File: src/rtl/mem_pkg.sv
package mem_pkg;

    // Number of peer clients that share the memory
    localparam int NUM_CLIENTS = 3;

    // Request from a client, and also the strobe the arbiter issues to the memory
    // A client raises rd or wr as a level and holds every field until ready
    typedef struct packed {
        logic        rd;
        logic        wr;
        // Word address, only the low ADDR_WIDTH bits select a word
        logic [15:0] addr;
        logic [31:0] data;
        // One enable per byte lane of data
        logic [3:0]  byte_en;
    } mem_req_t;

    // Response to a client
    // Ready is a single-cycle pulse and q is only meaningful with a read ready
    typedef struct packed {
        logic        ready;
        logic [31:0] q;
    } mem_rsp_t;

    // Client identity, in priority order with the host first
    // The arbiter also uses it as the owner tag of a read in flight
    typedef enum logic [1:0] {
        CLIENT_HOST = 2'd0,
        CLIENT_FILL = 2'd1,
        CLIENT_SUM  = 2'd2
    } mem_client_e;

    // State of the fill and checksum engines
    // ENG_REQ holds the request up, ENG_WAIT drops it for one cycle after ready
    typedef enum logic [1:0] {
        ENG_IDLE = 2'd0,
        ENG_REQ  = 2'd1,
        ENG_WAIT = 2'd2
    } eng_state_t;

endpackage

File: src/rtl/mem_port_arbiter.sv
`timescale 1ns/1ps

module mem_port_arbiter (
    input  logic              clk,
    input  logic              rst_n,
    input  mem_pkg::mem_req_t host_req,
    input  mem_pkg::mem_req_t fill_req,
    input  mem_pkg::mem_req_t sum_req,
    output mem_pkg::mem_rsp_t host_rsp,
    output mem_pkg::mem_rsp_t fill_rsp,
    output mem_pkg::mem_rsp_t sum_rsp,
    output mem_pkg::mem_req_t wr_req,
    input  mem_pkg::mem_rsp_t wr_rsp,
    output mem_pkg::mem_req_t rd_req,
    input  mem_pkg::mem_rsp_t rd_rsp
);

    localparam int N = mem_pkg::NUM_CLIENTS;

    mem_pkg::mem_req_t    req [N];
    mem_pkg::mem_rsp_t    rsp [N];
    logic [N-1:0]         issued_q;
    logic [N-1:0]         wr_cand;
    logic [N-1:0]         rd_cand;
    logic [N-1:0]         wr_gnt;
    logic [N-1:0]         rd_gnt;
    logic [N-1:0]         wr_done;
    logic [N-1:0]         rd_done;
    mem_pkg::mem_client_e wr_win;
    mem_pkg::mem_client_e rd_win;
    logic                 wr_own_vld_q;
    mem_pkg::mem_client_e wr_own_q;
    logic [1:0]           tag_vld_q;
    mem_pkg::mem_client_e tag_q [2];

    // Lowest set candidate bit is the highest priority client
    function automatic mem_pkg::mem_client_e pick(input logic [N-1:0] cand);
        mem_pkg::mem_client_e win;
        win = mem_pkg::CLIENT_HOST;
        for (int i = N - 1; i >= 0; i--) begin
            if (cand[i]) begin
                win = mem_pkg::mem_client_e'(i);
            end
        end
        return win;
    endfunction

    // Clients laid out by their tag so the tag indexes them directly
    assign req[mem_pkg::CLIENT_HOST] = host_req;
    assign req[mem_pkg::CLIENT_FILL] = fill_req;
    assign req[mem_pkg::CLIENT_SUM]  = sum_req;

    // A held request is a candidate only until it has been issued once
    always_comb begin
        for (int i = 0; i < N; i++) begin
            wr_cand[i] = req[i].wr & ~issued_q[i];
            rd_cand[i] = req[i].rd & ~issued_q[i];
        end
    end

    // Write and read ports are scheduled independently of each other
    assign wr_gnt = wr_cand & ~(wr_cand - 1'b1);
    assign rd_gnt = rd_cand & ~(rd_cand - 1'b1);
    assign wr_win = pick(wr_cand);
    assign rd_win = pick(rd_cand);

    // The winning level becomes a single-cycle strobe at the memory
    always_comb begin
        wr_req = '0;
        rd_req = '0;
        if (|wr_gnt) begin
            wr_req    = req[wr_win];
            wr_req.rd = 1'b0;
        end
        if (|rd_gnt) begin
            rd_req    = req[rd_win];
            rd_req.wr = 1'b0;
        end
    end

    // Issued flag is set by a grant and cleared by the ready that ends it
    // Grant and ready cannot meet on one client because ready needs the flag set
    always_ff @(posedge clk) begin
        if (!rst_n) begin
            issued_q     <= '0;
            wr_own_vld_q <= 1'b0;
            tag_vld_q    <= '0;
        end else begin
            issued_q     <= (issued_q | wr_gnt | rd_gnt) & ~(wr_done | rd_done);
            wr_own_vld_q <= |wr_gnt;
            tag_vld_q    <= {tag_vld_q[0], |rd_gnt};
        end
    end

    // Write owner is held one cycle, read tags shift along with the RAM pipeline
    always_ff @(posedge clk) begin
        wr_own_q <= wr_win;
        tag_q[0] <= rd_win;
        tag_q[1] <= tag_q[0];
    end

    // Responses go to the owner of the write or to the tag leaving the shift register
    always_comb begin
        for (int i = 0; i < N; i++) begin
            wr_done[i]   = wr_rsp.ready & wr_own_vld_q & (wr_own_q == i);
            rd_done[i]   = rd_rsp.ready & tag_vld_q[1] & (tag_q[1] == i);
            rsp[i].ready = wr_done[i] | rd_done[i];
            rsp[i].q     = rd_done[i] ? rd_rsp.q : wr_rsp.q;
        end
    end

    assign host_rsp = rsp[mem_pkg::CLIENT_HOST];
    assign fill_rsp = rsp[mem_pkg::CLIENT_FILL];
    assign sum_rsp  = rsp[mem_pkg::CLIENT_SUM];

endmodule

File: config.mk
export PLATFORM = sky130hd
export DESIGN_NAME = mem_port_arbiter
export DESIGN_NICKNAME = d
export VERILOG_FILES = /design/src/rtl/mem_pkg.sv /design/src/rtl/mem_port_arbiter.sv
export SDC_FILE = /design/constraint.sdc
export NUM_CORES = 1
export LEC_CHECK = 0
export BUFFER_PORTS_ARGS = -buffer_cell sky130_fd_sc_hd__clkbuf_2
export CAP_MARGIN = 20
export CORE_AREA = 2 2 168 170
export DETAILED_ROUTE_END_ITERATION = 8
export DIE_AREA = 0 0 170 172
export PLACE_DENSITY_LB_ADDON = 0.25
export SLEW_MARGIN = 30
export SYNTH_ARGS = -nofsm -noshare
export SYNTH_HDL_FRONTEND = slang
export SYNTH_SLANG_ARGS = --single-unit
File: constraint.sdc
create_clock -name clk -period 1.6 [get_ports clk]
set_clock_uncertainty 0.2 [all_clocks]
set_input_delay 0.16 -clock clk [delete_from_list [all_inputs] [get_ports clk]]
set_output_delay 0.16 -clock clk [all_outputs]
set_load 0.01 [all_outputs]
# Word-level counts from Yosys, hierarchy flattened
# Memory sizes are Yosys's and may differ from the RTL's.
# Index checks and enable logic that the tools add are counted.
# word_totals
ff_bits	8
ramBits	4
inputBits	230
out_inout_bits	207
wordCells	65
mem_count	1
# op_classes
addsub	2
order_cmp	2
n_eq_ne	4
n_mux	17
bitwise_logic	31
n_reduce_logical	4
# mem_list
name	words	word_bits	rd	rd_clocked_by_memory_dff	wr	line	source
tag_q	2	2	2	0	2	mem_port_arbiter.sv:34	mem_pkg::mem_client_e tag_q [2];
# ops
op	count
$bmux 54 s2	2
$mux 54	3
$mux 53	3
$mux 32	3
$and 1x1->1	14
$mux 2	6
$and 3x3->3	3
$not 3->3	3
$or 3x3->3	3
$ge 3x3->1 const B	2
$not 2->3	2
$reduce_or 3->1	2
$sub 3x1->3 const B	2
$eq 2x1->1 const B	2
$eq 2x2->1 const B	2
$logic_not 2->1	2
$not 1->1	3
$or 1x1->1	3

# Logic depth before layout (Yosys ltp)
# Gate-level depths: netlist (run 1).
# depth
ltp_word	10
depth_mapped	6
mapped_depth_nobuf	3

# Worst setup path before layout (run 1)
# OpenSTA, ideal clock, no wires.
# synth_timing
path_type	register to output
from	register issued_q[1]
to	output rd_req[10] in the netlist's numbering
arrival_ps	1195
required_ps	1240
slack_ps	45
stages_incl_launch_ff	7
path_buffers	3
cell_sequence	dfxtp_1 > nor2b_1 > buf_2 > buf_6 > buf_2 > nand3_1 > a31oi_1
# synth_rtl
element	line	source
start: declaration	mem_port_arbiter.sv:22	logic [N-1:0] issued_q;
start signal: assignment	mem_port_arbiter.sv:89	issued_q <= (issued_q | wr_gnt | rd_gnt) & ~(wr_done | rd_done);
end: declaration	mem_port_arbiter.sv:14	output mem_pkg::mem_req_t rd_req,

==> results of run 1 <==
-- Yosys cell counts, types with 2 or more instances --
cell type / count
sky130_fd_sc_hd__nand3_1: 106
sky130_fd_sc_hd__a211oi_1: 104
sky130_fd_sc_hd__a31oi_1: 104
sky130_fd_sc_hd__o21ai_0: 98
sky130_fd_sc_hd__mux2_2: 81
sky130_fd_sc_hd__buf_2: 59
sky130_fd_sc_hd__clkbuf_1: 23
sky130_fd_sc_hd__mux2_1: 15
sky130_fd_sc_hd__dfxtp_1: 12
sky130_fd_sc_hd__buf_6: 11
sky130_fd_sc_hd__buf_4: 7
sky130_fd_sc_hd__nand2b_1: 6
sky130_fd_sc_hd__o21ai_1: 6
sky130_fd_sc_hd__nor2b_1: 5
sky130_fd_sc_hd__clkbuf_2: 4
sky130_fd_sc_hd__nor2_1: 4
sky130_fd_sc_hd__and2_1: 3
sky130_fd_sc_hd__nand2_1: 3
sky130_fd_sc_hd__o31ai_1: 2
-- worst max-delay path: stages, from the launching register on --
cell                       delay, ns
sky130_fd_sc_hd__dfxtp_4        0.35
sky130_fd_sc_hd__buf_6          0.11
sky130_fd_sc_hd__nor2b_4        0.12
sky130_fd_sc_hd__buf_12         0.13
sky130_fd_sc_hd__buf_12         0.15
sky130_fd_sc_hd__buf_16         0.17
sky130_fd_sc_hd__a211oi_1       0.06
sky130_fd_sc_hd__a31oi_1        0.28
sky130_fd_sc_hd__buf_2          0.19
-- state kept, by name, summed over array words and instances, names as in the netlist --
| signal | count |
|---|---|
| issued_q | 3 |
| tag_q | 4 |
| tag_vld_q | 2 |
| wr_own_q | 2 |
| wr_own_vld_q | 1 |
-- routing by layer --
layer  global-route usage (%)  up-vias  wire length, um
li1                         -     3704                -
met1                     22.7     4060            13300
met2                     38.9      552            18300
met3                     3.96      101             2870
met4                     5.61        2             1010
met5                        0        -               13
-- where the power goes --
part / internal, mW / switching (mW) / leakage (nW)
Sequential: 0.334 / 0.0359 / 0.103
Clock: 0.377 / 0.131 / 0.0442
Combinational: 2.54 / 2.67 / 4.56
Total: 3.25 / 2.83 / 4.71
-- cell type report --
type,instances,area share (%)
sequential,12,2.34
clock buffer,4,0.813
timing repair buffer,607,45.8
antenna,3,0.0687
tap,346,3.96
multi-input combinational,551,47.0
inverter,1,0.0343
-- stage by stage --
stage               total power [mW]  instance area [um^2]  TNS [ns]  worst slack, ns
floorplan                       2.16                  4660         0           0.0452
global placement                4.16                  8090    -22.21           -0.320
detailed placement              4.14                  8090    -22.33           -0.313
CTS                             5.32                  9460    -66.65           -0.479
global route                    6.41                 10900    -85.29           -0.624
finish                          6.09                 10900    -73.38           -0.574
-- logic make-up (layout without fill, tap and decap cells) --
group                  Yosys count  after routing
AOI/OAI and AO/OA              318            318
buffers and inverters          106            612
DFF                             12             12
muxes                           96             96
other                            1              5
and+or+nand+nor                135            135
-- how the worst max path moves through the flow --
stage	startpoint	end	slack, ns	cells past startpoint
2_1_floorplan	issued_q[1]	rd_req[10]	0.05	6
3_3_place_gp	issued_q[1]	rd_req[29]	-0.32	7
3_5_place_dp	issued_q[0]	wr_req[41]	-0.31	6
4_1_cts	issued_q[1]	wr_req[27]	-0.48	7
5_1_grt	issued_q[1]	wr_req[48]	-0.62	8
6_report	issued_q[1]	wr_req[48]	-0.57	8
-- repair_timing --
action,4_1_cts,5_1_grt
setup endpoints to repair,208,207
resized for setup,172,349
pin swaps,106,77
buffers inserted,25,12
gates cloned,12,15
==> out/qor.log, run 1 <==
qor: status.status finished with violations
qor: status.violations_in_the_final_reports negative setup slack
qor: worst_setup_path.worst-r2r-setup-slack -0.08 ns
qor: timing.whs 0.00376 ns
qor: timing.hold_viol 0
qor: run.cap_violations 0
qor: floorplan.rows 61
qor: detailed_routing.route.antenna.remaining_nets 0
qor: detailed_routing.via_count 8,419
qor: finish.fraction_of_final_layout_cells_with_drive_strength_greater_than_1 75.1%
qor: synth.synth_area_leaders sky130_fd_sc_hd__mux2_2 20%, sky130_fd_sc_hd__a211oi_1 17%, sky130_fd_sc_hd__a31oi_1 14%, sky130_fd_sc_hd__nand3_1 11%, sky130_fd_sc_hd__o21ai_0 11%
qor: finish.design.final.nets 1,406
qor: synth.synth_compound_area_share 43.1%
qor: finish.fin_cells 1,524
qor: clocking.cts_tree yes
qor: clocking.cts.reportedPaths.clkPinSlew 0.05 ns
qor: power.worst_ir_drop_vdd 0.297 mV
qor: synth.synth_cell_types 34
qor: min_path.hold_path.class in -> reg
qor: power.power_density 557 mW/mm^2
qor: placement.gp_congestion 0.892
qor: worst_setup_path.cp-end-kind primary output
qor: timing.maximum_clock_frequency 460 MHz
qor: floorplan.chipHeight 172 um
qor: synth.synthesized_area_fraction_occupied_by_adder_cells 0%
qor: power.leakage_power_summed_over_all_cells 4.71 nW
qor: finish.fin_util 39.8%
qor: synth.syn_area_per_cell 6.96 um^2
qor: clocking.clockBufferDepth 2
qor: synth.synth_top_area_share 19.6%
qor: floorplan.core 0.0275 mm^2
qor: timing.post-route-worst-setup-slack -0.574 ns
qor: floorplan.ports_placed_on_the_boundary 437
qor: finish.most_frequent_cells_in_the_layout 298 x sky130_fd_sc_hd__clkbuf_2, 84 x sky130_fd_sc_hd__buf_2, 78 x sky130_fd_sc_hd__mux2_2, 76 x sky130_fd_sc_hd__o21ai_0, 74 x sky130_fd_sc_hd__a31oi_1
qor: detailed_routing.drc_errors 0
qor: finish.multi_input_comb_area 0.00514 mm^2
qor: global_route.grt_first_pass_wirelength 46,300 um
qor: timing.setup_repair_after_global_routing_missed_its_margin true
qor: synth.synthSimpleGateAreaFrac 15.8%
qor: synth.register_area_share_after_synthesis 5.16%
qor: synth.synth.mux.area_fraction 23.2%
qor: global_route.gr-usage-all-layers 20.3%
qor: floorplan.die_area 0.0292 mm^2
qor: global_route.grt_pass1_vias 8,035
qor: clocking.cts_htree_levels 1
qor: detailed_routing.firstDrtPassIters 5
qor: timing.setup_violations 207
qor: worst_setup_path.worst_ep_arrival_time 1.81 ns
qor: worst_setup_path.r2r-start issued_q[1]
qor: min_path.worstHoldStart sum_req[52]
qor: synth.synth_xor_xnor_area_share 0%
qor: detailed_routing.routed_wire_length_per_instance 23.3 um
qor: synth.synth_top_area_cell sky130_fd_sc_hd__mux2_2
qor: synth.synth_edf_count 0
qor: synth.synth-seq-cells 12
qor: clocking.clkSinkCount 12
qor: global_route.antenna_found_initial 3
qor: min_path.worstHoldPathCells 3
qor: clocking.cts_buffer_count 3
qor: synth.synth_top_family_by_area compound AO/OA/AOI/OAI gates
qor: detailed_routing.via_per_inst 5.52
qor: finish.fillCellCount 2,785
qor: clocking.clk-insertion-delay-late 0.24 ns
qor: min_path.min_to wr_own_q[1]
qor: detailed_routing.final_wl 35,500 um
qor: finish.seq_area 255 um^2
qor: synth.synthesis.area 0.00465 mm^2
qor: finish.layout_commonest_cell sky130_fd_sc_hd__clkbuf_2
qor: clocking.hold_buffers 0
qor: placement.dpl.cell_count 1,461
qor: detailed_routing.drt_first_iter_violations 573
qor: worst_setup_path.worstReg2RegEnd issued_q[2]
qor: timing.min_period 2.17 ns
qor: placement.dpl.hpwl 23,600 um
qor: worst_setup_path.timing.critical_path.from_type register
qor: worst_setup_path.critPathRequiredTime 1.24 ns
qor: finish.synth_to_final_area_change 135%
qor: worst_setup_path.critical_path_class reg -> out
qor: floorplan.initial_core_util 16.9%
qor: worst_setup_path.cp_max_fo 15
qor: placement.port-buffer-count 434
qor: synth.ys_async_sr_fraction 0%
qor: global_route.grt-ovfl-total 0
qor: global_route.pin_count_of_the_biggest_net_entering_global_routing 38
qor: clocking.cts_root_buffer sky130_fd_sc_hd__clkbuf_16
qor: worst_setup_path.worst_r2r_path_depth 8
qor: timing.maxSlewViolCount 0
qor: synth.dominantRegCellSynth sky130_fd_sc_hd__dfxtp_1
qor: synth.cell_count_after_synthesis 668
qor: timing.min_period_over_period 136%
qor: synth.number_of_warnings_printed_during_yosys_synthesis 0
qor: floorplan.die_x 170 um
Note: power is estimated with default switching activity, not from simulation.
==> run 2, diff against run 1 <==
--- a/config.mk
+++ b/config.mk
@@ -7,9 +7,11 @@
 export LEC_CHECK = 0
 export BUFFER_PORTS_ARGS = -buffer_cell sky130_fd_sc_hd__clkbuf_2
 export CAP_MARGIN = 20
-export CORE_AREA = 2 2 168 170
+export CELL_PAD_IN_SITES_DETAIL_PLACEMENT = 2
+export CELL_PAD_IN_SITES_GLOBAL_PLACEMENT = 2
+export CORE_MARGIN = 2
+export CORE_UTILIZATION = 17
 export DETAILED_ROUTE_END_ITERATION = 8
-export DIE_AREA = 0 0 170 172
 export PLACE_DENSITY_LB_ADDON = 0.25
 export SLEW_MARGIN = 30
 export SYNTH_ARGS = -nofsm -noshare
==> out/qor.log, run 2 (synthesis gave the netlist of run 1 again) <==
qor: status.status finished with violations
qor: status.violations_in_the_final_reports negative setup slack
qor: global_route.antenna_found_initial 3 [unchanged]
qor: timing.whs 0.0231 ns [+0.0194 ns]
qor: power.worst_ir_drop_vdd 0.246 mV [-17%]
qor: clocking.clk-insertion-delay-late 0.24 ns [about the same]
qor: timing.maxSlewViolCount 0 [unchanged]
qor: timing.hold_viol 0 [unchanged]
qor: worst_setup_path.cp_max_fo 8 [-7]
qor: finish.synth_to_final_area_change 121%
qor: detailed_routing.met1_wire_length 16,500 um [+24%]
qor: detailed_routing.firstDrtPassIters 5 [unchanged]
qor: clocking.cts_tree yes
qor: power.power_density 567 mW/mm^2 [+1.8%]
qor: global_route.grt-ovfl-total 0 [unchanged]
qor: floorplan.die_area 0.0287 mm^2 [-1.8%]
qor: worst_setup_path.r2r-start issued_q[0]
qor: worst_setup_path.worst_r2r_path_depth 6 [-2]
qor: timing.setup_violations 208 [+0.48%]
qor: placement.dpl.hpwl 25,400 um [+7.7%]
qor: clocking.cts_htree_levels 1 [unchanged]
qor: placement.gp_congestion 0.814 [-8.7%]
qor: finish.design.final.nets 1,383 [-1.6%]
qor: placement.port-buffer-count 434 [unchanged]
qor: worst_setup_path.worst-r2r-setup-slack -0.17 ns [-0.09 ns]
qor: detailed_routing.via_count 8,235 [-2.2%]
qor: min_path.hold_path.class in -> reg
qor: detailed_routing.final_wl 40,900 um [+15%]
qor: power.leakage_power_summed_over_all_cells 4.56 nW [-3.3%]
qor: detailed_routing.routed-wl-met3 2610 um [-9.3%]
qor: floorplan.ports_placed_on_the_boundary 437 [unchanged]
qor: run.cap_violations 0 [unchanged]
qor: global_route.grt_pass1_vias 8,533 [+6.2%]
qor: timing.min_period_over_period 129% [-6.7 points]
qor: detailed_routing.drt_first_iter_violations 356 [-38%]
qor: worst_setup_path.cp-end-kind primary output
qor: finish.most_frequent_cells_in_the_layout 311 x sky130_fd_sc_hd__clkbuf_2, 90 x sky130_fd_sc_hd__a31oi_1, 89 x sky130_fd_sc_hd__buf_2, 81 x sky130_fd_sc_hd__mux2_2, 78 x sky130_fd_sc_hd__nand3_1
qor: finish.layout_commonest_cell sky130_fd_sc_hd__clkbuf_2
qor: detailed_routing.routed_wire_length_per_instance 27.4 um [+18%]
qor: worst_setup_path.worst_ep_arrival_time 1.71 ns [-0.10 ns]
qor: floorplan.chipHeight 169 um [-1.5%]
qor: detailed_routing.route.antenna.remaining_nets 0 [unchanged]
qor: min_path.worstHoldStart rst_n
qor: min_path.worstHoldPathCells 3 [unchanged]
qor: finish.max_flop_register tag_q
qor: clocking.clkSinkCount 12 [unchanged]
qor: clocking.clockBufferDepth 2 [unchanged]
qor: floorplan.die_x 169 um [-0.34%]
qor: timing.min_period 2.07 ns [-0.107 ns]
qor: detailed_routing.highest-signal-layer met5
qor: worst_setup_path.worstReg2RegEnd issued_q[1]
qor: finish.layout_top_registers tag_q: 4 flops, issued_q: 3 flops
qor: timing.post-route-worst-setup-slack -0.466 ns [+0.107 ns]
qor: global_route.gr-usage-all-layers 24.4% [+4.1 points]
qor: detailed_routing.wl_met2 20,700 um [+13%]
qor: worst_setup_path.timing.critical_path.from_type register
qor: global_route.grt_first_pass_wirelength 53,800 um [+16%]
qor: finish.fraction_of_final_layout_cells_with_drive_strength_greater_than_1 71.2% [-3.9 points]
qor: floorplan.initial_core_util 17.3% [+0.38 points]
qor: clocking.cts_buffer_count 3 [unchanged]
qor: worst_setup_path.critPathRequiredTime 1.24 ns [about the same]
qor: worst_setup_path.critical_path_class reg -> out
qor: timing.setup_repair_after_global_routing_missed_its_margin true
qor: finish.fillCellCount 3,029 [+8.8%]
qor: clocking.cts_root_buffer sky130_fd_sc_hd__clkbuf_16
qor: detailed_routing.drc_errors 0 [unchanged]
qor: floorplan.rows 60 [-1.6%]
qor: min_path.min_to issued_q[0]
qor: timing.maximum_clock_frequency 484 MHz [+5.2%]
qor: detailed_routing.via_per_inst 5.51 [-0.29%]
qor: power.power.total 5.84 mW [-4.1%]
qor: finish.largest_register_ffs 4 [unchanged]
qor: floorplan.core 0.0269 mm^2 [-2.2%]
qor: clocking.cts.reportedPaths.clkPinSlew 0.04 ns [about the same]
qor: global_route.pin_count_of_the_biggest_net_entering_global_routing 38 [unchanged]
-- run 2: cell type report --
type                            count  area (um^2)  area share (%)
Antenna cell                        3         7.51          0.0730
Inverter                            1         3.75          0.0365
Sequential cell                    12          255            2.48
Tap cell                          341          427            4.15
Clock buffer                        3         75.1           0.730
Timing Repair Buffer              584         4840            47.1
Multi-Input combinational cell    551         4680            45.5
-- run 2: what timing repair did --
| action | 4_1_cts | 5_1_grt |
|---|---|---|
| setup buffers | 19 | 24 |
| setup endpoints to repair | 208 | 209 |
| gates resized for setup | 142 | 307 |
| gates cloned | 19 | 20 |
| pin swaps | 37 | 80 |
| hold buffers | 0 | 0 |
-- run 2: report_power, final --
| part | leakage, nW | internal (mW) | total, mW | switching [mW] |
|---|---|---|---|---|
| Clock | 0.0370 | 0.325 | 0.449 | 0.124 |
| Combinational | 4.42 | 2.35 | 5.01 | 2.66 |
| Sequential | 0.103 | 0.334 | 0.375 | 0.0409 |
| Total | 4.56 | 3.01 | 5.84 | 2.83 |
-- run 2: layer usage --
metal	track usage (%)	vias up
met4	8.62	2
met5	0	-
met1	28.4	4126
li1	-	3669
met3	5.41	60
met2	44.0	378
-- run 2: metrics by stage --
stage	worst slack [ns]	cell area (um^2)	utilization, %	TNS, ns	std cells
after global routing	-0.522	10300	38.3	-79.99	1495
final	-0.466	10300	38.3	-67.93	1495
after global placement	-0.303	7680	28.6	-19.45	1411
after floorplan	0.0452	4660	-	0	669
after detailed placement	-0.327	7680	28.6	-24.54	1411
after CTS	-0.392	8910	33.2	-58.78	1452
-- run 2: how the worst max path moves through the flow --
stage          cells after the start        start         end
2_1_floorplan                      6  issued_q[1]  rd_req[10]
4_1_cts                            5  issued_q[1]  rd_req[16]
5_1_grt                            7  issued_q[1]  rd_req[38]
3_5_place_dp                       5  issued_q[0]  rd_req[41]
6_report                           7  issued_q[1]  rd_req[38]
3_3_place_gp                       5  issued_q[0]  rd_req[41]
-- run 2: critical path: stages, from the launching register on --
cell and delay, ns:
sky130_fd_sc_hd__dfxtp_4 0.36, sky130_fd_sc_hd__nor2b_4 0.15, sky130_fd_sc_hd__buf_12 0.14, sky130_fd_sc_hd__buf_12 0.14
sky130_fd_sc_hd__buf_8 0.14, sky130_fd_sc_hd__nand3_1 0.09, sky130_fd_sc_hd__a31oi_1 0.23, sky130_fd_sc_hd__buf_2 0.21
==> run 3, diff against run 2 <==
--- a/config.mk
+++ b/config.mk
@@ -12,6 +12,7 @@
 export CORE_MARGIN = 2
 export CORE_UTILIZATION = 17
 export DETAILED_ROUTE_END_ITERATION = 8
+export HOLD_SLACK_MARGIN = 0.15
 export PLACE_DENSITY_LB_ADDON = 0.25
 export SLEW_MARGIN = 30
 export SYNTH_ARGS = -nofsm -noshare
==> out/qor.log, run 3 (synthesis gave the netlist of run 1 again) <==
qor: status.status finished with violations
qor: status.violations_in_the_final_reports negative setup slack
qor: floorplan.rows 60 [unchanged]
qor: worst_setup_path.worst_ep_arrival_time 1.70 ns [about the same]
qor: placement.gp_congestion 0.814 [unchanged]
qor: detailed_routing.firstDrtPassIters 5 [unchanged]
qor: timing.hold_viol 0 [unchanged]
qor: floorplan.chipHeight 169 um [unchanged]
qor: clocking.clkSinkCount 12 [unchanged]
qor: placement.port-buffer-count 434 [unchanged]
qor: global_route.grt-ovfl-total 0 [unchanged]
qor: run.cap_violations 0 [unchanged]
qor: finish.fin_util 39.9% [+1.6 points]
qor: worst_setup_path.critical_path_class reg -> out
qor: floorplan.initial_core_util 17.3% [unchanged]
qor: finish.max_flop_register tag_q
qor: global_route.pin_count_of_the_biggest_net_entering_global_routing 38 [unchanged]
qor: global_route.grt_first_pass_wirelength 54,200 um [+0.74%]
qor: finish.fin_cells 1,502 [+0.47%]
qor: clocking.clockBufferDepth 2 [unchanged]
qor: worst_setup_path.critical_path.slowest_cell sky130_fd_sc_hd__dfxtp_4
qor: clocking.clk-insertion-delay-late 0.24 ns [about the same]
qor: global_route.gr-usage-all-layers 24.6% [+0.13 points]
qor: timing.setup_violations 210 [+0.96%]
qor: placement.placement.cell_area 0.00768 mm^2 [unchanged]
qor: detailed_routing.final_wl 42,000 um [+2.8%]
qor: finish.layout_top_registers tag_q: 4 flops, issued_q: 3 flops
qor: worst_setup_path.cp-end-kind primary output
qor: finish.synth_to_final_area_change 131%
qor: timing.whs 0.119 ns [+0.0957 ns]
qor: placement.dpl.cell_count 1,411 [unchanged]
qor: clocking.cts_root_buffer sky130_fd_sc_hd__clkbuf_16
qor: min_path.hold_path.class in -> reg
qor: timing.maximum_clock_frequency 485 MHz [+0.11%]
qor: clocking.cts_buffer_count 3 [unchanged]
qor: detailed_routing.route.antenna.remaining_nets 0 [unchanged]
qor: detailed_routing.via_count 8,289 [+0.66%]
qor: worst_setup_path.critical-path-max-stage-delay 0.38 ns [+0.02 ns]
qor: detailed_routing.routed_wire_length_per_instance 28.0 um [+2.3%]
qor: worst_setup_path.cp_cell_instances nor2b_4 -> buf_12 -> buf_12 -> clkbuf_16 -> a211oi_2 -> a31oi_1 -> buf_2
qor: worst_setup_path.cp_max_fo 8 [unchanged]
qor: finish.fillCellCount 2,982 [-1.6%]
qor: worst_setup_path.timing.critical_path.from_type register
qor: power.power.total 6.06 mW [+3.8%]
qor: finish.design.final.nets 1,389 [+0.43%]
qor: finish.fraction_of_final_layout_cells_with_drive_strength_greater_than_1 74.3% [+3.1 points]
qor: timing.min_period 2.06 ns [-0.00217 ns]
qor: worst_setup_path.critical-path-top-cell-by-count sky130_fd_sc_hd__buf_12
qor: floorplan.die_area 0.0287 mm^2 [unchanged]
qor: timing.timing.setup.tns -68.20 ns [-0.275 ns]
qor: power.worst_ir_drop_vdd 0.275 mV [+12%]
qor: timing.min_period_over_period 129% [-0.14 points]
qor: finish.most_frequent_cells_in_the_layout 308 x sky130_fd_sc_hd__clkbuf_2, 93 x sky130_fd_sc_hd__buf_2, 83 x sky130_fd_sc_hd__a31oi_1, 81 x sky130_fd_sc_hd__mux2_2, 63 x sky130_fd_sc_hd__nand3_1
qor: power.leakage_power_summed_over_all_cells 4.68 nW [+2.7%]
qor: worst_setup_path.critPathRequiredTime 1.24 ns [about the same]
qor: floorplan.ports_placed_on_the_boundary 437 [unchanged]
qor: clocking.cts_htree_levels 1 [unchanged]
qor: finish.largest_register_ffs 4 [unchanged]
qor: finish.layout_commonest_cell sky130_fd_sc_hd__clkbuf_2
qor: clocking.cts.reportedPaths.clkPinSlew 0.05 ns [about the same]
qor: placement.dpl_worst_slack -0.327 ns [unchanged]
qor: floorplan.die_x 169 um [unchanged]
qor: finish.final_design_area_no_fill 0.0107 mm^2 [+4.3%]
qor: placement.dpl.hpwl 25,400 um [unchanged]
qor: clocking.hold_buffers 6 [+6]
qor: finish.seq_area 255 um^2 [unchanged]
qor: timing.setup_repair_after_global_routing_missed_its_margin true
qor: floorplan.core 0.0269 mm^2 [unchanged]
qor: finish.multi_input_comb_area 0.00491 mm^2 [+5.0%]
qor: detailed_routing.via_per_inst 5.52 [+0.19%]
qor: timing.maxSlewViolCount 0 [unchanged]
qor: global_route.grt_pass1_vias 8,602 [+0.81%]
qor: detailed_routing.drc_errors 0 [unchanged]
qor: timing.post-route-worst-setup-slack -0.464 ns [+0.00217 ns]
qor: worst_setup_path.cp_top_family buffers and inverters
qor: worst_setup_path.critPathBufInv 4 [unchanged]
qor: global_route.antenna_found_initial 4 [+1]
qor: detailed_routing.drt_first_iter_violations 455 [+28%]
qor: clocking.cts_tree yes
qor: power.power_density 565 mW/mm^2 [-0.45%]
-- run 3: report_power, final --
group	leakage, nW	internal [mW]	switching [mW]
Sequential	0.103	0.334	0.0411
Clock	0.0370	0.325	0.128
Combinational	4.54	2.47	2.76
Total	4.68	3.12	2.93
-- run 3: what timing repair did --
action,in CTS,in global routing
endpoints found under the setup margin,208,209
pin swaps,37,109
cloned,19,24
buffers inserted,19,19
resized for setup,142,367
hold endpoints to repair,10,1
-- run 3: final cells by class --
cell class              count  area share, %
multi-input cells         551           45.8
well taps                 341           3.98
repair buffers            590           47.0
diodes                      4         0.0933
inverters                   1         0.0350
flip-flops and latches     12           2.38
clock buffers               3          0.700
-- run 3: worst register-to-register path, cell delays in order, from the launching register on --
cell and delay (ns):
sky130_fd_sc_hd__dfxtp_4 0.38, sky130_fd_sc_hd__nor2b_4 0.16, sky130_fd_sc_hd__buf_12 0.15, sky130_fd_sc_hd__buf_8 0.14, sky130_fd_sc_hd__buf_16 0.14, sky130_fd_sc_hd__buf_6 0.10, sky130_fd_sc_hd__nor2_2 0.04, sky130_fd_sc_hd__o311a_1 0.35
-- run 3: worst paths after layout --
path           startpoint            to  slack [ns]  cells after the start
max           issued_q[0]     wr_req[3]       -0.46                      7
min           sum_req[53]   tag_q[0][1]        0.12                      3
max reg2reg   issued_q[0]   issued_q[1]       -0.17                      7
min reg2reg  tag_vld_q[0]  tag_vld_q[1]        0.24                      1
-- run 3: per-layer routing --
layer	up-vias	GRT usage (%)	part of all wire (%)
li1	3688	-	-
met1	4163	28.4	40
met2	380	44.4	51
met3	58	5.36	6.3
met4	0	8.47	2.4
met5	-	0	0
